File: src/verilog/packet_fifo_pkg.sv
package packet_fifo_pkg;

	////////////////////////////////////////////////////////////////////////////
	// Default sizes

	localparam int default_width = 32;		// Data word width
	localparam int default_depth = 256;		// FIFO depth in words, power of two

	////////////////////////////////////////////////////////////////////////////
	// FIFO control bundles

	// Write side of one FIFO
	typedef struct packed {
		logic wr_en;		// Push one word
		logic commit;		// Make everything pushed so far visible
		logic rollback;		// Drop everything since the last commit
	} fifo_wr_ctl_t;

	// Read side of one FIFO
	typedef struct packed {
		logic rd_en;		// Read word at read pointer plus offset
		logic pop_single;	// Pop one word
		logic pop_packet;	// Pop rd_packet_size words
	} fifo_rd_ctl_t;

	// Read sequencer states
	typedef enum logic [1:0] {
		seq_idle,	// No length held
		seq_fetch,	// Length read issued
		seq_wait,	// RAM output register loading
		seq_ready	// rd_len valid
	} seq_state_t;

endpackage

File: src/verilog/packet_read_sequencer.sv
`timescale 1ns/1ns

module packet_read_sequencer #(
	parameter int depth = packet_fifo_pkg::default_depth,
	localparam int addr_bits = $clog2(depth)
) (
	input  logic                          rd_clk,
	input  logic                          rd_reset,
	input  logic                          rd_pop,		// Drop the presented packet

	input  logic [addr_bits:0]            len_size,	// Lengths waiting in the length FIFO
	input  logic [addr_bits:0]            len_data,	// Length FIFO read data

	output packet_fifo_pkg::fifo_rd_ctl_t len_ctl,
	output packet_fifo_pkg::fifo_rd_ctl_t data_ctl,	// rd_en field unused, reads come from the top
	output logic [addr_bits:0]            rd_len,
	output logic                          rd_len_valid
);

	import packet_fifo_pkg::*;

	seq_state_t state;
	logic       pop_ok;		// Pop accepted this cycle

	assign rd_len_valid = (state == seq_ready);
	assign pop_ok       = rd_len_valid && rd_pop;	// Pops outside ready are dropped

	////////////////////////////////////////////////////////////////////////////
	// FSM

	always_ff @(posedge rd_clk) begin
		if (rd_reset)
			state <= seq_idle;
		else begin
			case (state)
				seq_idle:  if (len_size != '0) state <= seq_fetch;	// Read issued this cycle
				seq_fetch: state <= seq_wait;						// Address registered
				seq_wait:  state <= seq_ready;						// Output register valid
				seq_ready: if (rd_pop) state <= seq_idle;
				default:   state <= seq_idle;
			endcase
		end
	end

	// Latch the length as the RAM output settles
	always_ff @(posedge rd_clk) begin
		if (state == seq_wait)
			rd_len <= len_data;
	end

	////////////////////////////////////////////////////////////////////////////
	// FIFO controls

	always_comb begin
		len_ctl            = '0;
		len_ctl.rd_en      = (state == seq_idle) && (len_size != '0);	// Offset 0, oldest length
		len_ctl.pop_single = pop_ok;
	end

	// Whole packet leaves with its length word, same cycle
	always_comb begin
		data_ctl            = '0;
		data_ctl.pop_packet = pop_ok;
	end

endmodule

File: config.mk
export PLATFORM = sky130hd
export DESIGN_NAME = packet_read_sequencer
export DESIGN_NICKNAME = d
export VERILOG_FILES = /design/src/verilog/packet_fifo_pkg.sv /design/src/verilog/packet_read_sequencer.sv
export SDC_FILE = /design/constraint.sdc
export NUM_CORES = 1
export LEC_CHECK = 0
export BUFFER_PORTS_ARGS = -buffer_cell sky130_fd_sc_hd__buf_2
export CAP_MARGIN = 25
export CELL_PAD_IN_SITES_DETAIL_PLACEMENT = 1
export CELL_PAD_IN_SITES_GLOBAL_PLACEMENT = 1
export CORE_MARGIN = 3
export CORE_UTILIZATION = 28
export CTS_CLUSTER_DIAMETER = 200
export DETAILED_ROUTE_END_ITERATION = 10
export HOLD_SLACK_MARGIN = 0.05
export PLACE_DENSITY = 0.87
export SYNTH_ARGS = -nofsm -noshare
export SYNTH_HDL_FRONTEND = slang
export SYNTH_SLANG_ARGS = --single-unit
export TNS_END_PERCENT = 1
File: constraint.sdc
create_clock -name rd_clk -period 1.5 [get_ports rd_clk]
set_input_delay 0.3 -clock rd_clk [delete_from_list [all_inputs] [get_ports rd_clk]]
set_output_delay 0.3 -clock rd_clk [all_outputs]
set_load 0.01 [all_outputs]
# After elaboration in Yosys (flattened, before gate mapping)
# Index checks and enable logic that the tools add are counted.
[op_classes] add_sub_neg=0 multipliers=0 div=0 n_lt_le_gt_ge=0 eq_ne=5 n_shift=0 n_mux=3 bitwise=0 reduce_logical=5
[ops] op="9-bit nonzero test" count=1
[ops] op="2-bit one-hot mux with 4 select lines" count=1
[ops] op="2-bit equality test, second input constant" count=2
[ops] op="2-bit 2-to-1 mux" count=2
[ops] op="2-bit by 1-bit equality test with 1-bit output, second input constant" count=1
[ops] op="1-bit logical AND" count=2
[ops] op="2-bit zero test" count=1
[ops] op="2-bit by 1-bit inequality test with 1-bit output, second input constant" count=1
[ops] op="2-bit inequality test, second input constant" count=1
[ops] op="2-bit AND reduction" count=1
[word_totals] register_bits=11 latch_bits=0 ramBits=0 rom_bits=0 input_bits=21 output_inout_bits=16 n_memories=0

# Depth between registers and ports, before layout
# Gate-level depths: netlist (run 1).
[depth] ltp_word=3 ltp_mapped=5

# Worst setup path before layout (run 1)
# OpenSTA, ideal clock, no wires.
[synth_timing] path_type="register -> output" startpoint="reg state[1]" endpoint="out data_ctl[0] in the netlist's numbering" arrival_time_ns=0.840 path_slack_ns=0.360 path_stages_with_launch=4 path_cell_list="dfxtp_1 ha_1 and2_1 buf_4"
[synth_via] elab_chain_cells=2
[synth_lines] item="start, declared" line="packet_read_sequencer.sv:22" source="seq_state_t state;"
[synth_lines] item="start signal, assigned" line="packet_read_sequencer.sv:33" source="state <= seq_idle;"
[synth_lines] item="start signal, assigned" line="packet_read_sequencer.sv:36" source="seq_idle: if (len_size != '0) state <= seq_fetch;"
[synth_lines] item="start signal, assigned" line="packet_read_sequencer.sv:37" source="seq_fetch: state <= seq_wait;"
[synth_lines] item="2-bit equality test" line="packet_read_sequencer.sv:25" source="assign rd_len_valid = (state == seq_ready);"
[synth_lines] item="named net rd_len_valid" line="packet_read_sequencer.sv:17" source="output logic rd_len_valid"
[synth_lines] item="1-bit logical AND" line="packet_read_sequencer.sv:26" source="assign pop_ok = rd_len_valid && rd_pop;"
[synth_lines] item="end, declared" line="packet_read_sequencer.sv:15" source="output packet_fifo_pkg::fifo_rd_ctl_t data_ctl,"
# The timed path passes the listed nets, and every way through them passes these cells.

==> impl_metrics.env, run 1 <==
export IMPL_die_y_um=48.9
export IMPL_synth_area_um2=514
export IMPL_clock_power_share_pct=17.6
export IMPL_root_buffer="clkbuf_4"
export IMPL_powerDensity_nw_per_um2=1480
export IMPL_track_usage_pct=10.8
export IMPL_drc_errors=0
export IMPL_ios=37
export IMPL_dp_hpwl_um=1010
export IMPL_synthSimpleGateAreaFrac_pct=9.98
export IMPL_htreeDepth=1
export IMPL_vdd_ir_drop_max_uv=500
export IMPL_cts_made_buffers=3
export IMPL_hold_path_class="in2reg"
export IMPL_fp_row_count=14
export IMPL_cp_required_ps=1200
export IMPL_hold_buffers=0
export IMPL_yosys_area_share_adder_pct=9.73
export IMPL_crit_chain="inv_2 > ha_4 > inv_2 > a31oi_1 > buf_2"
export IMPL_final_hold_viol_count=0
export IMPL_worst_setup_path_type="reg2out"
export IMPL_ys_flop_type="edfxtp_1"
export IMPL_antenna_left=0
export IMPL_synth_compound_area_share_pct=5.11
export IMPL_die_w_um=48.9
export IMPL_critical_path_arrival_ps=1130
export IMPL_max_freq_mhz=699
export IMPL_core_um2=1610
export IMPL_synth_cell_type_count=16
export IMPL_cts_clk_slew_worst_paths_ps=70
export IMPL_gp_congestion=0.577
export IMPL_final_period_utilization_pct=95.3
export IMPL_grt_max_degree=11
export IMPL_clkSinkCount=11
export IMPL_vias=401
export IMPL_synth_xor_area_share_pct=0
export IMPL_insertion_delay_ps=260
export IMPL_cts_buffer_depth=2
export IMPL_drt_iter0_drc=4
export IMPL_slowest_delay_ps=360
export IMPL_synthMuxAreaShare_pct=3.89
export IMPL_endpoint_kind="output pin"
export IMPL_power_share_switching_pct=32.8
export IMPL_antenna_found_initial=0
export IMPL_multi_input_area_um2=171
export IMPL_drv_cap=0
export IMPL_yosys_top_cells_area="edfxtp_1 (53%), ha_1 (9.7%), dfxtp_1 (7.8%), buf_4 (7.3%), mux2i_1 (3.9%)"
export IMPL_syn_inst=38
export IMPL_fin_crit_ps=1430
export IMPL_fin_area_um2=731
export IMPL_totalWireLength_um=1190
export IMPL_start_util_pct=31.9
export IMPL_overflow=0
export IMPL_cts_tree="yes"
export IMPL_drt_pre_antenna_iters=4
export IMPL_yosysMostFrequentCell="edfxtp_1"
export IMPL_ys_seq_elements=11
export IMPL_startpoint_type="flip-flop"
export IMPL_pwr_share_comb_pct=37.4
export IMPL_synth_area_leader_cell="edfxtp_1"
export IMPL_register_area_um2=315
export IMPL_status="finished clean"
export IMPL_drive_above_1_share_pct=61.6
export IMPL_total_power_mw=1.08
export IMPL_wl_per_cell_um=12.3
export IMPL_yosys_top_cells_count="edfxtp_1 (9), buf_4 (5), ha_1 (4), inv_1 (4), nand2b_1 (3)"
export IMPL_setup_violations_final=0
export IMPL_synth_top_family_by_area="buffers and inverters"
export IMPL_portBuffers=33
export IMPL_viasPerCell=4.13
export IMPL_placed_area_um2=679
export IMPL_synthDominantCellAreaShare_pct=52.6
export IMPL_seqPwrFrac_pct=45.0
export IMPL_cpMaxStageDelayCell="dfxtp_4"
export IMPL_yosysSeqAreaShare_pct=60.3
export IMPL_maxSlewViolCount=0
export IMPL_synth_async_sr_flop_share_pct=0
export IMPL_synth_edf_count=9
export IMPL_p_leak_nw=0.329
export IMPL_grt_pass1_vias=472
export IMPL_fin_nets=99
export IMPL_skew_ps=6.50
export IMPL_diodes=0
export IMPL_finalSetupTns_ps=0
export IMPL_critical_path_max_fanout=4
export IMPL_grt_pass1_wl_um=1950
export IMPL_area_growth_pct=42.1
export IMPL_crit_path_frequent_cell="inv_2"
export IMPL_rsz0062_at_grt="false"
export IMPL_ys_warn_count=0
export IMPL_dieArea_um2=2390
export IMPL_avgSynthCellArea_um2=13.5
export IMPL_p_sw_uw=355
export IMPL_fillCellCount=191
export IMPL_power_internal_uw=729
-- sequential cells by signal, indices dropped and copies added (netlist names) --
name,flops
rd_len,9
state,2
-- cell families after synthesis --
logic type	after synthesis
flops	11
mux	2
buf+inv	9
compound gates	3
other cells	1
fa+ha+maj	4
simple gates	8
-- final cells by class --
cell class | count | area share, %
flip-flops and latches | 11 | 43.2
multi-input cells | 20 | 23.5
clock buffers | 4 | 3.60
well taps | 24 | 4.11
inverters | 4 | 2.05
repair buffers | 34 | 23.6
-- placed cells by master (no fill, tap or decap) --
cell type,synthesis,final
ha_1,4,3
inv_1,4,1
mux2i_1,2,2
o22ai_2,1,1
and2_1,1,1
inv_2,0,3
conb_1,1,3
dfxtp_4,0,1
nor4_2,1,1
nand3_1,1,1
nor3_1,1,1
nand2b_1,3,3
clkbuf_1,0,1
dfxtp_2,0,1
o21bai_1,1,1
ha_4,0,1
nor2_1,1,1
a31oi_1,1,1
buf_2,0,33
buf_4,5,1
edfxtp_1,9,9
clkbuf_4,0,3
-- worst max-delay path, delay by kind of cell (launching register included) --
family                   cells  cell delay [ps]
flip-flops                   1              360
adder cells (fa/ha/maj)      1              130
AO/OA/AOI/OAI                1              120
buffers and inverters        3              270
-- metal layers --
metal	GRT usage [%]	part of all wire (%)	vias to the layer above
met5	0	0	-
met4	7.11	0	0
met3	2.75	8.1	0
met2	22.9	60	21
met1	7.87	31	187
li1	-	-	193
-- power by group through the flow --
stage	Combinational (mW)	Sequential, mW	Clock [mW]
floorplan	0.195	0.499	0
global placement	0.337	0.472	0
detailed placement	0.354	0.481	0
CTS	0.356	0.483	0.199
global route	0.462	0.497	0.217
finish	0.405	0.488	0.191
-- through the flow --
step	utilization [%]	hold slack (ps)	worst slack, ps	instances
6_report	45.3	211	70.3	97
5_1_grt	45.3	197	0.883	97
4_1_cts	43.9	202	19.2	96
3_5_place_dp	42.2	479	212	92
3_3_place_gp	42.2	477	220	92
2_1_floorplan	-	399	360	40
-- final timing paths --
kind / start / end / slack (ps) / depth (start not counted)
max: state[1] / len_ctl[2] / 70 / 5
max reg2reg: state[0] / rd_len[8] / 220 / 3
min: len_data[7] / rd_len[7] / 210 / 1
min reg2reg: state[0] / state[0] / 500 / 2
-- timing repair --
| item | in CTS | in global routing |
|---|---|---|
| buffers inserted | 0 | 1 |
| gates resized for setup | 3 | 5 |
| setup endpoints to repair | 1 | 2 |
No activity file was read; power rests on OpenSTA's default activity.
==> run 2, diff against run 1 <==
--- a/config.mk
+++ b/config.mk
@@ -15,6 +15,7 @@
 export DETAILED_ROUTE_END_ITERATION = 10
 export HOLD_SLACK_MARGIN = 0.05
 export PLACE_DENSITY = 0.87
+export SKIP_CTS_REPAIR_TIMING = 1
 export SYNTH_ARGS = -nofsm -noshare
 export SYNTH_HDL_FRONTEND = slang
 export SYNTH_SLANG_ARGS = --single-unit
==> constraint.sdc (replaced) <==
create_clock -name rd_clk -period 1.5 [get_ports rd_clk]
set_input_delay 0.3 -clock rd_clk [delete_from_list [all_inputs] [get_ports rd_clk]]
set_output_delay 0.3 -clock rd_clk [all_outputs]
set_load 0.005 [all_outputs]
==> run 2 against run 1 <==
Effect of this change: combinational power down 23%; utilization fell by 1.4 points; clock power increased by 3%; cell area down 3.1%; critical path depth unchanged; non-clock buffer count fell by 1.
==> impl_metrics.env, run 2 (same netlist as run 1, synthesis figures left out) <==
export IMPL_antenna_found_initial=0
export IMPL_status="finished clean"
export IMPL_gp_congestion=0.597
export IMPL_drv_cap=0
export IMPL_portBuffers=33
export IMPL_largest_register_ffs=9
export IMPL_power_internal_uw=686
export IMPL_drive_above_1_share_pct=58.3
export IMPL_overflow=0
export IMPL_hold_path_class="in2reg"
export IMPL_fin_nets=98
export IMPL_cts_made_buffers=3
export IMPL_skew_ps=3.05
export IMPL_powerDensity_nw_per_um2=1400
export IMPL_p_sw_uw=306
export IMPL_grt_max_degree=11
export IMPL_whs_ps=207
export IMPL_dieArea_um2=2390
export IMPL_power_share_switching_pct=30.8
export IMPL_clkSinkCount=11
export IMPL_cp_required_ps=1200
export IMPL_worst_setup_path_type="reg2out"
export IMPL_fin_crit_ps=1430
export IMPL_vdd_ir_drop_max_uv=368
export IMPL_utilization_pct=43.9
export IMPL_drc_errors=0
export IMPL_fin_cells=96
export IMPL_area_growth_pct=37.7
export IMPL_vias=405
export IMPL_drt_iter0_drc=13
export IMPL_layout_common_cells="buf_2 (33), edfxtp_1 (9), ha_1 (4)"
export IMPL_die_w_um=48.9
export IMPL_r2r_end="rd_len[8]"
export IMPL_final_period_utilization_pct=95.6
export IMPL_fillCellCount=195
export IMPL_p_leak_nw=0.325
export IMPL_htreeDepth=1
export IMPL_critical_path_max_fanout=3
export IMPL_diodes=0
export IMPL_rr_worst_depth=2
export IMPL_largest_register="rd_len"
export IMPL_cts_tree="yes"
export IMPL_wl_met3_um=107
export IMPL_setup_violations_final=0
export IMPL_maxSlewViolCount=0
export IMPL_met2RoutedLength_um=641
export IMPL_worst_r2r_startpoint="state[0]"
export IMPL_holdPathStages=1
export IMPL_crit_start="state[0]"
export IMPL_viasPerCell=4.22
export IMPL_ios=37
export IMPL_finalSetupTns_ps=0
export IMPL_wl_per_cell_um=11.9
export IMPL_root_buffer="clkbuf_4"
export IMPL_top_regs="rd_len x9, state x2"
export IMPL_mostFrequentLayoutCell="buf_2"
export IMPL_routed_top_layer="met4"
export IMPL_die_y_um=48.9
export IMPL_cts_clk_slew_worst_paths_ps=70
export IMPL_max_freq_mhz=698
export IMPL_endpoint_kind="output pin"
export IMPL_pwr_share_comb_pct=31.4
export IMPL_seqPwrFrac_pct=48.7
export IMPL_antenna_left=0
export IMPL_wl_met1_um=372
export IMPL_rsz0062_at_grt="false"
export IMPL_critical_path_arrival_ps=1130
export IMPL_drt_pre_antenna_iters=3
export IMPL_cts_buffer_depth=2
export IMPL_track_usage_pct=9.84
export IMPL_core_um2=1610
export IMPL_place_inst=92
export IMPL_hold_end="rd_len[7]"
export IMPL_final_hold_viol_count=0
export IMPL_startpoint_type="flip-flop"
export IMPL_rrSetupSlack_ps=340
export IMPL_insertion_delay_ps=260
export IMPL_clock_power_share_pct=19.9
export IMPL_dp_hpwl_um=974
export IMPL_fp_row_count=14
export IMPL_start_util_pct=31.9
export IMPL_grt_pass1_wl_um=1780
export IMPL_grt_pass1_vias=447
export IMPL_totalWireLength_um=1150
export IMPL_min_from="len_data[7]"
==> run 2: cell count changes in the layout (fill, tap and decap cells not counted) <==
cell,before,now
buf_4,1,0
dfxtp_2,1,2
dfxtp_4,1,0
ha_1,3,4
ha_4,1,0
inv_1,1,2
inv_2,3,2
==> run 2: metal layers <==
layer,track usage [%],up-vias
met3,3.36,4
met2,20.1,23
met5,0,-
li1,-,191
met4,7.11,0
met1,7.09,187
==> run 2: worst max-delay path: stages, from the launching register on <==
cell	delay [ps]
dfxtp_2	340
inv_2	70
ha_1	150
inv_1	60
a31oi_1	120
buf_2	130
==> run 2: how the worst max path moves through the flow <==
stage / slack (ps) / endpoint
4_1_cts: -10 / len_ctl[2]
2_1_floorplan: 390 / state[0]
3_5_place_dp: 200 / state[0]
5_1_grt: 3 / len_ctl[2]
6_report: 70 / len_ctl[2]
3_3_place_gp: 250 / state[0]
==> run 2: area by class of cell <==
| class | count | area [µm²] | area share (%) |
|---|---|---|---|
| sequential | 11 | 313 | 44.2 |
| clock buffer | 4 | 26.3 | 3.71 |
| timing repair buffer | 33 | 165 | 23.3 |
| tap | 24 | 30.0 | 4.24 |
| multi-input combinational | 20 | 159 | 22.4 |
| inverter | 4 | 15.0 | 2.12 |
==> run 2: power by group through the flow <==
stage	clock, mW	combinational [mW]	sequential (mW)
finish	0.197	0.312	0.483
detailed placement	0	0.320	0.481
floorplan	0	0.180	0.477
CTS	0.205	0.321	0.475
global placement	0	0.304	0.472
global route	0.224	0.353	0.492
==> run 2: per-stage QoR <==
step	worst slack [ps]	instance area (µm²)	power [mW]
2_1_floorplan	386	522	0.657
6_report	66.7	708	0.992
4_1_cts	-11.9	706	1.00
5_1_grt	3.13	708	1.07
3_3_place_gp	245	679	0.776
3_5_place_dp	202	679	0.801
