**config.mk**
```make
export PLATFORM = sky130hd
export DESIGN_NAME = packet_frame_writer
export DESIGN_NICKNAME = d
export VERILOG_FILES = /design/src/verilog/packet_fifo_pkg.sv /design/src/verilog/packet_frame_writer.sv
export SDC_FILE = /design/constraint.sdc
export NUM_CORES = 1
export LEC_CHECK = 0
export BUFFER_PORTS_ARGS = -buffer_cell sky130_fd_sc_hd__buf_2
export CAP_MARGIN = 5
export CORE_MARGIN = 2
export CORE_UTILIZATION = 52
export CTS_CLUSTER_SIZE = 8
export DETAILED_ROUTE_END_ITERATION = 10
export GPL_ROUTABILITY_DRIVEN = 1
export PLACE_DENSITY = 0.86
export SETUP_SLACK_MARGIN = 0.3
export SLEW_MARGIN = 20
export SYNTH_ARGS = -nofsm -noshare
export SYNTH_HDL_FRONTEND = slang
export SYNTH_SLANG_ARGS = --single-unit
export TNS_END_PERCENT = 30
```
**constraint.sdc**
```tcl
create_clock -name wr_clk -period 2.1 [get_ports wr_clk]
set_clock_uncertainty 0.05 [all_clocks]
set_input_delay 0 -clock wr_clk [delete_from_list [all_inputs] [get_ports wr_clk]]
set_output_delay 0 -clock wr_clk [all_outputs]
set_load 0.05 [all_outputs]
```
**src/verilog/packet_fifo_pkg.sv**
```systemverilog
package packet_fifo_pkg;

	////////////////////////////////////////////////////////////////////////////
	// Default sizes

	localparam int default_width = 32;		// Data word width
	localparam int default_depth = 256;		// FIFO depth in words, power of two

	////////////////////////////////////////////////////////////////////////////
	// FIFO control bundles

	// Write side of one FIFO
	typedef struct packed {
		logic wr_en;		// Push one word
		logic commit;		// Make everything pushed so far visible
		logic rollback;		// Drop everything since the last commit
	} fifo_wr_ctl_t;

	// Read side of one FIFO
	typedef struct packed {
		logic rd_en;		// Read word at read pointer plus offset
		logic pop_single;	// Pop one word
		logic pop_packet;	// Pop rd_packet_size words
	} fifo_rd_ctl_t;

	// Read sequencer states
	typedef enum logic [1:0] {
		seq_idle,	// No length held
		seq_fetch,	// Length read issued
		seq_wait,	// RAM output register loading
		seq_ready	// rd_len valid
	} seq_state_t;

endpackage

```
**src/verilog/packet_frame_writer.sv**
```systemverilog
`timescale 1ns/1ns

module packet_frame_writer #(
	parameter int depth = packet_fifo_pkg::default_depth,
	localparam int addr_bits = $clog2(depth)
) (
	input  logic                          wr_clk,
	input  logic                          wr_reset,
	input  logic                          wr_en,		// Word strobe
	input  logic                          wr_last,	// Word is the packet's last
	input  logic                          wr_abort,	// Throw the current packet away

	output packet_fifo_pkg::fifo_wr_ctl_t data_ctl,	// To the data FIFO
	output packet_fifo_pkg::fifo_wr_ctl_t len_ctl,	// To the length FIFO
	output logic [addr_bits:0]            len_data	// Length word of the finished packet
);

	logic [addr_bits:0] word_count;		// Words so far in the open packet
	logic               finish;			// Last word being written this cycle
	logic               data_commit_q;	// Data commit, cycle after the last word
	logic               len_commit_q;	// Length commit, one cycle later
	logic               rollback_q;		// Data rollback, cycle after abort

	assign finish = wr_en && wr_last && !wr_abort;

	////////////////////////////////////////////////////////////////////////////
	// Word counter and strobe pipeline

	always_ff @(posedge wr_clk) begin
		if (wr_reset) begin
			word_count    <= '0;
			data_commit_q <= 1'b0;
			len_commit_q  <= 1'b0;
			rollback_q    <= 1'b0;
		end else begin
			data_commit_q <= finish;
			len_commit_q  <= data_commit_q;		// Length word pushed by now
			rollback_q    <= wr_abort;
			if (wr_abort)
				word_count <= '0;
			else if (wr_en)
				word_count <= wr_last ? '0 : word_count + 1'b1;
		end
	end

	// Hold the length until the push
	always_ff @(posedge wr_clk) begin
		if (finish)
			len_data <= word_count + 1'b1;		// Count includes the last word
	end

	////////////////////////////////////////////////////////////////////////////
	// FIFO controls

	// Data FIFO, word pushes pass straight through
	always_comb begin
		data_ctl          = '0;
		data_ctl.wr_en    = wr_en;
		data_ctl.commit   = data_commit_q;
		data_ctl.rollback = rollback_q;
	end

	// Length FIFO, one word per finished packet, never rolled back
	always_comb begin
		len_ctl        = '0;
		len_ctl.wr_en  = data_commit_q;
		len_ctl.commit = len_commit_q;
	end

endmodule

```
# Word level (Yosys, flattened, before mapping)
# Index checks and enable logic that the tools add are counted.
totals:
  output_inout_bits: 15
  elab_cells: 11
  inputBits: 5
  regBits: 21
classes:
  addsub: 1
  mux: 1
  n_reduce_logical: 4
ops:
  columns: ["cell", "n"]
  rows:
  - ["adder 9 x 1 -> 9 bit, second input constant", 1]
  - ["2-to-1 mux 9 bit", 1]
  - ["logical AND 1 bit", 2]
  - ["OR reduction 2 bit", 1]
  - ["logical NOT 1 bit", 1]

# Depth between registers and ports, before layout
# Gate-level depths: netlist of run 1.
depth:
  ltp_word: 2
  ltp_mapped: 4
  depth_no_buf: 4

# Least setup slack after synthesis of run 1
# No wires, ideal clock.
synth_path:
  path_type: "register to register"
  startpoint: "reg word_count[0]"
  endpoint: "reg word_count[8]"
  n_path_buf: 0
  required_time_ps: 1976
  stages_incl_launch_ff: 5
  setup_ps: 74
  period_less_slack_ps: 1593
  setup_slack_ps: 507
  arrival_time_ps: 1469
  path_cell_list: "dfxtp_1 ha_1 nand4_1 or4_1 a31oi_1"
synth_via:
  elab_chain_len: 2
synth_rtl:
  columns: ["item", "line", "text"]
  rows:
  - ["start, declared", "packet_frame_writer.sv:18", "logic [addr_bits:0] word_count;"]
  - ["start signal, assigned", "packet_frame_writer.sv:42", "word_count <= wr_last ? '0 : word_count + 1'b1;"]
  - ["adder 9 x 1 -> 9 bit", "packet_frame_writer.sv:42", null]
  - ["2-to-1 mux 9 bit", "packet_frame_writer.sv:42", null]
# Every way passes these cells.
# A chain may end at the register's enable or synchronous reset.

# Worst setup path after layout of run 1
# Ends and elaborated chain as after synthesis.

==> results.json, run 1 <==
{
  "synth_area_leaders": "edfxtp_1 (28%), dfxtp_1 (25%), buf_4 (4.7%)",
  "firstDrtPassIters": 4,
  "setup_tns_ns": 0,
  "reg2regPathDepth": 4,
  "syn_inst": 95,
  "synth_nets": 101,
  "status": "finished, final reports clean",
  "dpl_cell_area_sq_mm": 0.00101,
  "grt_use_total_pct": 17.7,
  "syn2layout_area_growth_pct": 11.4,
  "finalNetCount": 118,
  "layout_min_cycle_time_ns": 1.64,
  "gp_congestion": 0.844,
  "setup_viol": 0,
  "n_antenna_cell": 0,
  "critPathRequiredTime_ns": 2.28,
  "rsz0062_at_grt": "no",
  "antenna_found_initial": 0,
  "fmax_mhz": 610,
  "via_per_inst": 5.26,
  "synth.most_common_cell": "dfxtp_1",
  "drc_errors": 0,
  "synth_area_sq_um": 966,
  "die_h_microns": 47.1,
  "port_buffers": 18,
  "min-delay-start": "wr_last",
  "hold_viol_final": 0,
  "wirelength_microns": 1640,
  "dp_hpwl_microns": 1170,
  "cts_root_buffer": "clkbuf_4",
  "placeableCoreArea_sq_mm": 0.00175,
  "swShare_pct": 24.0,
  "async_flop_share_pct": 0,
  "hold_end": "data_commit_q$_SDFF_PP0_",
  "grt_pass1_wl_microns": 2670,
  "htree_levels": 1,
  "fp.dieW_microns": 47.1,
  "overflow": 0,
  "whs_ns": 0.0248,
  "synthTopCellsByCount": "dfxtp_1 (12), edfxtp_1 (9), nor2_1 (9)",
  "fin_crit_sh_pct": 78.0,
  "tritoncts": "yes",
  "cts_buffers": 3,
  "vdd_drop_max_uv": 387,
  "end_kind": "register",
  "criticalPathCategory": "reg2reg",
  "seqPwrFrac_pct": 63.1,
  "maxSlewViolCount": 0,
  "clkPwrFrac_pct": 27.2,
  "switchingPower_uw": 164,
  "insertion_delay_ns": 0.29,
  "ys_warn_count": 0,
  "wl_per_cell_microns": 12.0,
  "cts.sinks": 21,
  "path_clk_slew_ns": 0.11,
  "stdcell_count": 136,
  "multiInputGateArea_sq_um": 378,
  "clockBufferDepth": 2,
  "slowest_delay_ns": 0.54,
  "synth_edf_count": 9,
  "ys_seq_elements": 21,
  "ys_seq_area_share_pct": 52.8,
  "cp_slowest_cell": "or4_1",
  "maxCapViolations": 0,
  "ys_types": 27,
  "placed_cells": 129,
  "slew_headroom_pct": 50.8,
  "hp-class": "in2reg",
  "cellPowerDensity_mw_per_mm2": 637,
  "grt_max_degree": 12,
  "fillers": 153,
  "hold_depth": 3,
  "drive_gt1_share_pct": 23.4,
  "synth_ff_type": "dfxtp_1",
  "reg2reg_from": "word_count[0]$_SDFFE_PP0P_",
  "die_area_sq_mm": 0.00222,
  "vias": 715,
  "postSynthAreaPerCell_sq_um": 10.2,
  "regToRegSetupSlack_ns": 0.46,
  "start_util_pct": 55.3,
  "ff_latch_area_sq_um": 513,
  "synth_top_area_share_pct": 28.0,
  "crit_arrival_ns": 1.82,
  "grt_pass1_vias": 623,
  "critPathMaxFanout": 8,
  "p_int_uw": 521,
  "rows": 15,
  "power_frac_comb_pct": 9.7,
  "synth_largest_area_cell": "edfxtp_1",
  "reg2reg_to": "word_count[8]$_SDFFE_PP0P_",
  "worst_pin_slew_ns": 0.736,
  "drt_iter0_markers": 22,
  "design_area_sq_mm": 0.00108,
  "worstSetupStartpointType": "register",
  "ant_nets": 0,
  "leakagePower_nw": 0.404,
  "top_level_ports": 20,
  "worstPathCellList": "ha_2 > nand4_1 > or4_1 > a31oi_1"
}
==> critical path, delay by kind of cell (launching register included) <==
kind	cells	cell delay (ns)
simple gates	2	0.72
flops	1	0.41
fa+ha+maj	1	0.24
compound gates	1	0.16
==> worst max-delay path by stage <==
stage               slack (ns)                        from                          to
finish                    0.46  word_count[0]$_SDFFE_PP0P_  word_count[8]$_SDFFE_PP0P_
floorplan                 0.51  word_count[0]$_SDFFE_PP0P_  word_count[8]$_SDFFE_PP0P_
CTS                       0.35  word_count[0]$_SDFFE_PP0P_  word_count[8]$_SDFFE_PP0P_
detailed placement        0.37  word_count[0]$_SDFFE_PP0P_  word_count[8]$_SDFFE_PP0P_
global route              0.32  word_count[0]$_SDFFE_PP0P_  word_count[8]$_SDFFE_PP0P_
global placement          0.46  word_count[0]$_SDFFE_PP0P_  word_count[8]$_SDFFE_PP0P_
==> per-stage QoR <==
step	utilization [%]	total power [mW]	setup WS, ns
6_report	61.6	0.685	0.461
5_1_grt	61.6	0.717	0.323
4_1_cts	61.4	0.694	0.351
3_5_place_dp	58.1	0.504	0.372
3_3_place_gp	58.1	0.503	0.460
2_1_floorplan	-	0.494	0.507
==> flip-flops by register name, summed over array words and instances, names as in the netlist <==
register       cells
data_commit_q      1
len_data           9
word_count         9
rollback_q         1
len_commit_q       1
==> power groups by stage <==
stage / registers [mW] / logic [mW] / clock network [mW]
2_1_floorplan: 0.455 / 0.0385 / 0
5_1_grt: 0.434 / 0.0705 / 0.213
6_report: 0.433 / 0.0662 / 0.186
4_1_cts: 0.433 / 0.0664 / 0.195
3_3_place_gp: 0.442 / 0.0611 / 0
3_5_place_dp: 0.442 / 0.0619 / 0
==> layout make-up <==
type                    count  area share, %
inverters                   2          0.698
well taps                  25           2.91
repair buffers             21           11.2
flip-flops and latches     21           47.7
multi-input cells          63           35.1
clock buffers               4           2.44
==> placed cells by master (no fill, tap or decap) <==
master	instances
nand4_1	2
or3_1	2
buf_2	18
nand2_1	7
nor3b_1	1
xor2_1	5
a31oi_1	5
nand3_2	1
dfxtp_1	10
and2b_1	1
a21oi_1	4
nand3_1	3
clkbuf_4	3
clkbuf_1	1
conb_1	1
o21ai_0	5
or4_1	4
o211ai_1	1
a22oi_1	2
dlygate4sd3_1	3
inv_1	2
ha_2	1
nor2b_1	5
nand2b_1	1
or2_2	1
dfxtp_2	2
nor2_1	9
xnor2_1	2
edfxtp_1	9
==> metal layers <==
metal  vias to the layer above  part of all wire, %  global-route usage (%)
met1                       325                   46                    24.1
li1                        364                    -                       -
met5                         -                    0                       0
met2                        24                   48                    26.3
met3                         2                  4.9                    3.46
met4                         0                 0.86                    10.0
==> repair_timing <==
item	CTS	global route
hold buffers	3	0
hold endpoints to repair	3	0
buffers inserted	0	0
gates resized for setup	0	3
endpoints found under the setup margin	0	1
==> logic make-up after synthesis <==
kind of cell,share of synthesized area (%)
AND/OR/NAND/NOR,20.6
flip-flops,52.8
AO/OA/AOI/OAI,10.2
buffers and inverters,8.29
XOR/XNOR,6.35
adder cells (fa/ha/maj),1.30
other,0.388
No activity file was read; power rests on OpenSTA's default activity.
==> run 2, diff against run 1 <==
==> constraint.sdc (replaced) <==
create_clock -name wr_clk -period 1.6 [get_ports wr_clk]
set_clock_uncertainty 0.05 [all_clocks]
set_input_delay 0 -clock wr_clk [delete_from_list [all_inputs] [get_ports wr_clk]]
set_output_delay 0 -clock wr_clk [all_outputs]
set_load 0.05 [all_outputs]
==> results.json, run 2 (synthesis results as in run 1) <==
{
  "rows": 15,
  "grt_max_degree": 12,
  "cts_root_buffer": "clkbuf_4",
  "start_util_pct": 55.3,
  "port_buffers": 18,
  "rsz0062_at_grt": "yes",
  "crit_arrival_ns": 1.62,
  "fp.dieW_microns": 47.1,
  "drt_iter0_markers": 30,
  "cts.sinks": 21,
  "insertion_delay_ns": 0.30,
  "setup_tns_ns": 0,
  "end_kind": "register",
  "critPathRequiredTime_ns": 1.77,
  "criticalPathCategory": "reg2reg",
  "wirelength_microns": 1850,
  "clkPwrFrac_pct": 27.7,
  "swShare_pct": 24.8,
  "maxCapViolations": 0,
  "overflow": 0,
  "via_per_inst": 5.40,
  "antenna_found_initial": 0,
  "path_clk_slew_ns": 0.11,
  "setup_viol": 0,
  "power_uw": 908,
  "gp_congestion": 0.827,
  "cts_buffers": 3,
  "drc_errors": 0,
  "vias": 772,
  "n_antenna_cell": 0,
  "worstSetupStartpointType": "register",
  "cellPowerDensity_mw_per_mm2": 784,
  "final_common_cell": "buf_2",
  "grt_use_total_pct": 18.1,
  "htree_levels": 1,
  "leakagePower_nw": 0.446,
  "vdd_drop_max_uv": 587,
  "switchingPower_uw": 225,
  "mostFrequentLayoutCells": "buf_2 (18), nor2_1 (9), edfxtp_1 (9)",
  "placeableCoreArea_sq_mm": 0.00175,
  "clockBufferDepth": 2,
  "reg.largest.list": "len_data (9), word_count (9)",
  "finalNetCount": 125,
  "fin_crit_sh_pct": 90.3,
  "die_h_microns": 47.1,
  "firstDrtPassIters": 5,
  "maxSlewViolCount": 0,
  "hold_viol_final": 0,
  "critPathMaxFanout": 3,
  "dp_hpwl_microns": 1190,
  "syn2layout_area_growth_pct": 19.8,
  "final_util_pct": 66.3,
  "die_area_sq_mm": 0.00222,
  "power_frac_comb_pct": 10.4,
  "grt_pass1_vias": 606,
  "hp-class": "in2reg",
  "grt_pass1_wl_microns": 2750,
  "top_level_ports": 20,
  "p_int_uw": 683,
  "drive_gt1_share_pct": 33.1,
  "status": "finished, final reports clean",
  "layout_min_cycle_time_ns": 1.44,
  "wl_per_cell_microns": 12.9,
  "ant_nets": 0,
  "fmax_mhz": 692,
  "tritoncts": "yes",
  "seqPwrFrac_pct": 62.0
}
run 2: per-stage QoR:
stage          hold slack [ns]  setup slack [ns]  cells  instance area (sq um)
2_1_floorplan           0.0216             0.255     95                    986
3_3_place_gp             0.131             0.204    131                   1050
3_5_place_dp             0.139             0.138    131                   1050
4_1_cts                 0.0271             0.154    143                   1150
5_1_grt                 0.0719             0.108    143                   1160
6_report                0.0406             0.155    143                   1160
run 2: cell type report:
cell class	instances	area, sq um
repair buffers	28	173
flip-flops and latches	21	526
well taps	25	31.3
inverters	2	7.51
clock buffers	4	26.3
multi-input cells	63	394
fillers	138	588
run 2: final timing paths:
path	endpoint	depth (start not counted)	startpoint	slack (ns)
setup / recovery	word_count[5]$_SDFFE_PP0P_	5	word_count[1]$_SDFFE_PP0P_	0.16
hold / removal	data_commit_q$_SDFF_PP0_	3	wr_last	0.04
setup reg to reg	word_count[5]$_SDFFE_PP0P_	5	word_count[1]$_SDFFE_PP0P_	0.16
hold reg to reg	len_commit_q$_SDFF_PP0_	1	data_commit_q$_SDFF_PP0_	0.44
run 2: power by group through the flow:
| stage | Combinational, mW | Sequential, mW | Clock [mW] |
|---|---|---|---|
| finish | 0.0944 | 0.562 | 0.251 |
| global route | 0.0996 | 0.563 | 0.265 |
| CTS | 0.0929 | 0.564 | 0.254 |
| detailed placement | 0.0833 | 0.577 | 0 |
| global placement | 0.0814 | 0.577 | 0 |
| floorplan | 0.0509 | 0.595 | 0 |
run 2: critical path: stages, from the launching register on:
cell,delay [ns]
dfxtp_4,0.39
buf_4,0.11
buf_4,0.11
nand2_2,0.06
or4_4,0.50
a31oi_1,0.15
run 2: timing repair:
item / 4_1_cts / 5_1_grt
resized for setup: 3 / 4
hold buffers: 3 / 0
endpoints found under the hold margin: 5 / 0
setup endpoints to repair: 5 / 9
pin swaps: 0 / 2
buffers inserted: 5 / 0
run 2: layer usage:
metal  vias up  routed length, microns  global-route usage [%]
li1        376                       -                       -
met5         -                       0                       0
met1       358                     823                    24.5
met4         0                      38                    8.33
met3         5                     100                    4.23
met2        33                     889                    27.7
==> run 3, diff against run 2 <==
--- a/config.mk
+++ b/config.mk
@@ -8,11 +8,11 @@
 export BUFFER_PORTS_ARGS = -buffer_cell sky130_fd_sc_hd__buf_2
 export CAP_MARGIN = 5
 export CORE_MARGIN = 2
-export CORE_UTILIZATION = 52
+export CORE_UTILIZATION = 30
 export CTS_CLUSTER_SIZE = 8
 export DETAILED_ROUTE_END_ITERATION = 10
 export GPL_ROUTABILITY_DRIVEN = 1
-export PLACE_DENSITY = 0.86
+export PLACE_DENSITY = 0.59
 export SETUP_SLACK_MARGIN = 0.3
 export SLEW_MARGIN = 20
 export SYNTH_ARGS = -nofsm -noshare
==> results.json, run 3 (synthesis results as in run 1) <==
{
  "cellPowerDensity_mw_per_mm2": 773,
  "cts_buffers": 3,
  "drt_iter0_markers": 16,
  "drc_errors": 2,
  "setup_tns_ns": 0,
  "rows": 20,
  "htree_levels": 1,
  "maxSlewViolCount": 0,
  "hold_depth": 3,
  "path_buf_inv": 0,
  "critPathRequiredTime_ns": 1.78,
  "grt_use_total_pct": 10.7,
  "cts_root_buffer": "clkbuf_4",
  "reg2reg_from": "word_count[3]$_SDFFE_PP0P_",
  "clockBufferDepth": 2,
  "hp-class": "in2reg",
  "tritoncts": "yes",
  "wirelength_microns": 1820,
  "mostFrequentLayoutCells": "buf_2 (18), nor2_1 (9), edfxtp_1 (9)",
  "ant_nets": 0,
  "grt_busiest_layer": "met2",
  "wl_per_cell_microns": 11.4,
  "fin_crit_sh_pct": 87.8,
  "layout_min_cycle_time_ns": 1.40,
  "antenna_found_initial": 0,
  "path_clk_slew_ns": 0.11,
  "vdd_drop_max_uv": 230,
  "grtUsageMet1_pct": 12.4,
  "port_buffers": 18,
  "reg2reg_to": "word_count[6]$_SDFFE_PP0P_",
  "slowest_delay_ns": 0.55,
  "crit_family": "simple AND/OR/NAND/NOR gates",
  "final_common_cell": "buf_2",
  "start_util_pct": 31.6,
  "gp_congestion": 0.787,
  "crit_arrival_ns": 1.58,
  "end_kind": "register",
  "fp.dieW_microns": 60.7,
  "grtUsageMet3_pct": 1.92,
  "critPathMaxFanout": 8,
  "grt_pass1_wl_microns": 2930,
  "min-delay-start": "wr_last",
  "reg2regPathDepth": 3,
  "dp_hpwl_microns": 1260,
  "reg.largest.list": "len_data (9), word_count (9)",
  "die_h_microns": 60.7,
  "syn2layout_area_growth_pct": 20.2,
  "regToRegSetupSlack_ns": 0.20,
  "hold_viol_final": 0,
  "overflow": 0,
  "criticalPathCategory": "reg2reg",
  "finalNetCount": 123,
  "hold_end": "data_commit_q$_SDFF_PP0_",
  "grtUsageMet2_pct": 18.7,
  "grt_max_degree": 12,
  "cts.sinks": 21,
  "vias": 746,
  "rsz0062_at_grt": "yes",
  "fmax_mhz": 712,
  "grt_pass1_vias": 656,
  "die_area_sq_mm": 0.00369,
  "drive_gt1_share_pct": 31.0,
  "maxCapViolations": 0,
  "via_per_inst": 4.66,
  "n_antenna_cell": 0,
  "top_level_ports": 20,
  "placeableCoreArea_sq_mm": 0.00305,
  "violations": "DRC",
  "status": "complete, but fails checks",
  "worstPathCellList": "nand3_2 > or4_1 > a21oi_1",
  "setup_viol": 0,
  "insertion_delay_ns": 0.30,
  "leakagePower_nw": 0.433,
  "firstDrtPassIters": 7,
  "worstSetupStartpointType": "register",
  "power_uw": 897,
  "cp_slowest_cell": "or4_1"
}
-- run 3: changes by cell type in the layout (fill, tap and decap cells not counted), sizes merged --
cell / delta
buf: -2
-- run 3: final cells by class --
cell class | instances | area, sq um
Multi-Input combinational cell | 63 | 388
Clock buffer | 4 | 26.3
Inverter | 2 | 7.51
Sequential cell | 21 | 527
Fill cell | 318 | 1890
Timing Repair Buffer | 26 | 158
Tap cell | 44 | 55.1
-- run 3: worst min-delay path: cells and delay by family --
family | cells | cell delay (ns)
buffers and inverters | 1 | 0.16
AND/OR/NAND/NOR | 2 | 0.18
-- run 3: how the worst max path moves through the flow --
stage,startpoint,end,slack (ns),cells past startpoint
after floorplan,word_count[0]$_SDFFE_PP0P_,word_count[8]$_SDFFE_PP0P_,0.26,4
after global placement,word_count[2]$_SDFFE_PP0P_,word_count[5]$_SDFFE_PP0P_,0.13,3
after CTS,word_count[1]$_SDFFE_PP0P_,word_count[8]$_SDFFE_PP0P_,0.20,4
after global routing,word_count[1]$_SDFFE_PP0P_,word_count[8]$_SDFFE_PP0P_,0.12,4
after detailed placement,word_count[2]$_SDFFE_PP0P_,word_count[5]$_SDFFE_PP0P_,0.1,3
final,word_count[3]$_SDFFE_PP0P_,word_count[6]$_SDFFE_PP0P_,0.20,3
-- run 3: report_power, final --
group	internal, mW	switching (mW)	total, mW
Combinational	0.0247	0.0675	0.0922
Clock	0.0970	0.146	0.243
Sequential	0.560	0.00284	0.563
Total	0.681	0.216	0.897
-- run 3: repair_timing --
action | CTS | global route
setup endpoints to repair | 4 | 6
gates resized for setup | 6 | 0
setup buffers | 4 | 0
hold endpoints to repair | 4 | 0
hold buffers | 3 | 0
pin swaps | 2 | 1
gates cloned | 0 | 0
-- run 3: per-layer routing --
metal  up-vias  part of all wire [%]
li1        370                     -
met1       356                    44
met2        16                    52
met3         4                   2.3
met4         0                   2.3
met5         -                     0
-- run 3: metrics by stage --
| step | instances | hold slack (ns) | instance area, sq um | worst slack [ns] | util [%] |
|---|---|---|---|---|---|
| 3_3_place_gp | 149 | 0.132 | 1070 | 0.128 | 34.9 |
| 3_5_place_dp | 149 | 0.141 | 1070 | 0.0977 | 34.9 |
| 4_1_cts | 160 | 0.0301 | 1160 | 0.204 | 38.0 |
| 6_report | 160 | 0.0290 | 1160 | 0.195 | 38.0 |
| 2_1_floorplan | 95 | 0.0216 | 986 | 0.255 | - |
| 5_1_grt | 160 | 0.0361 | 1160 | 0.122 | 38.0 |
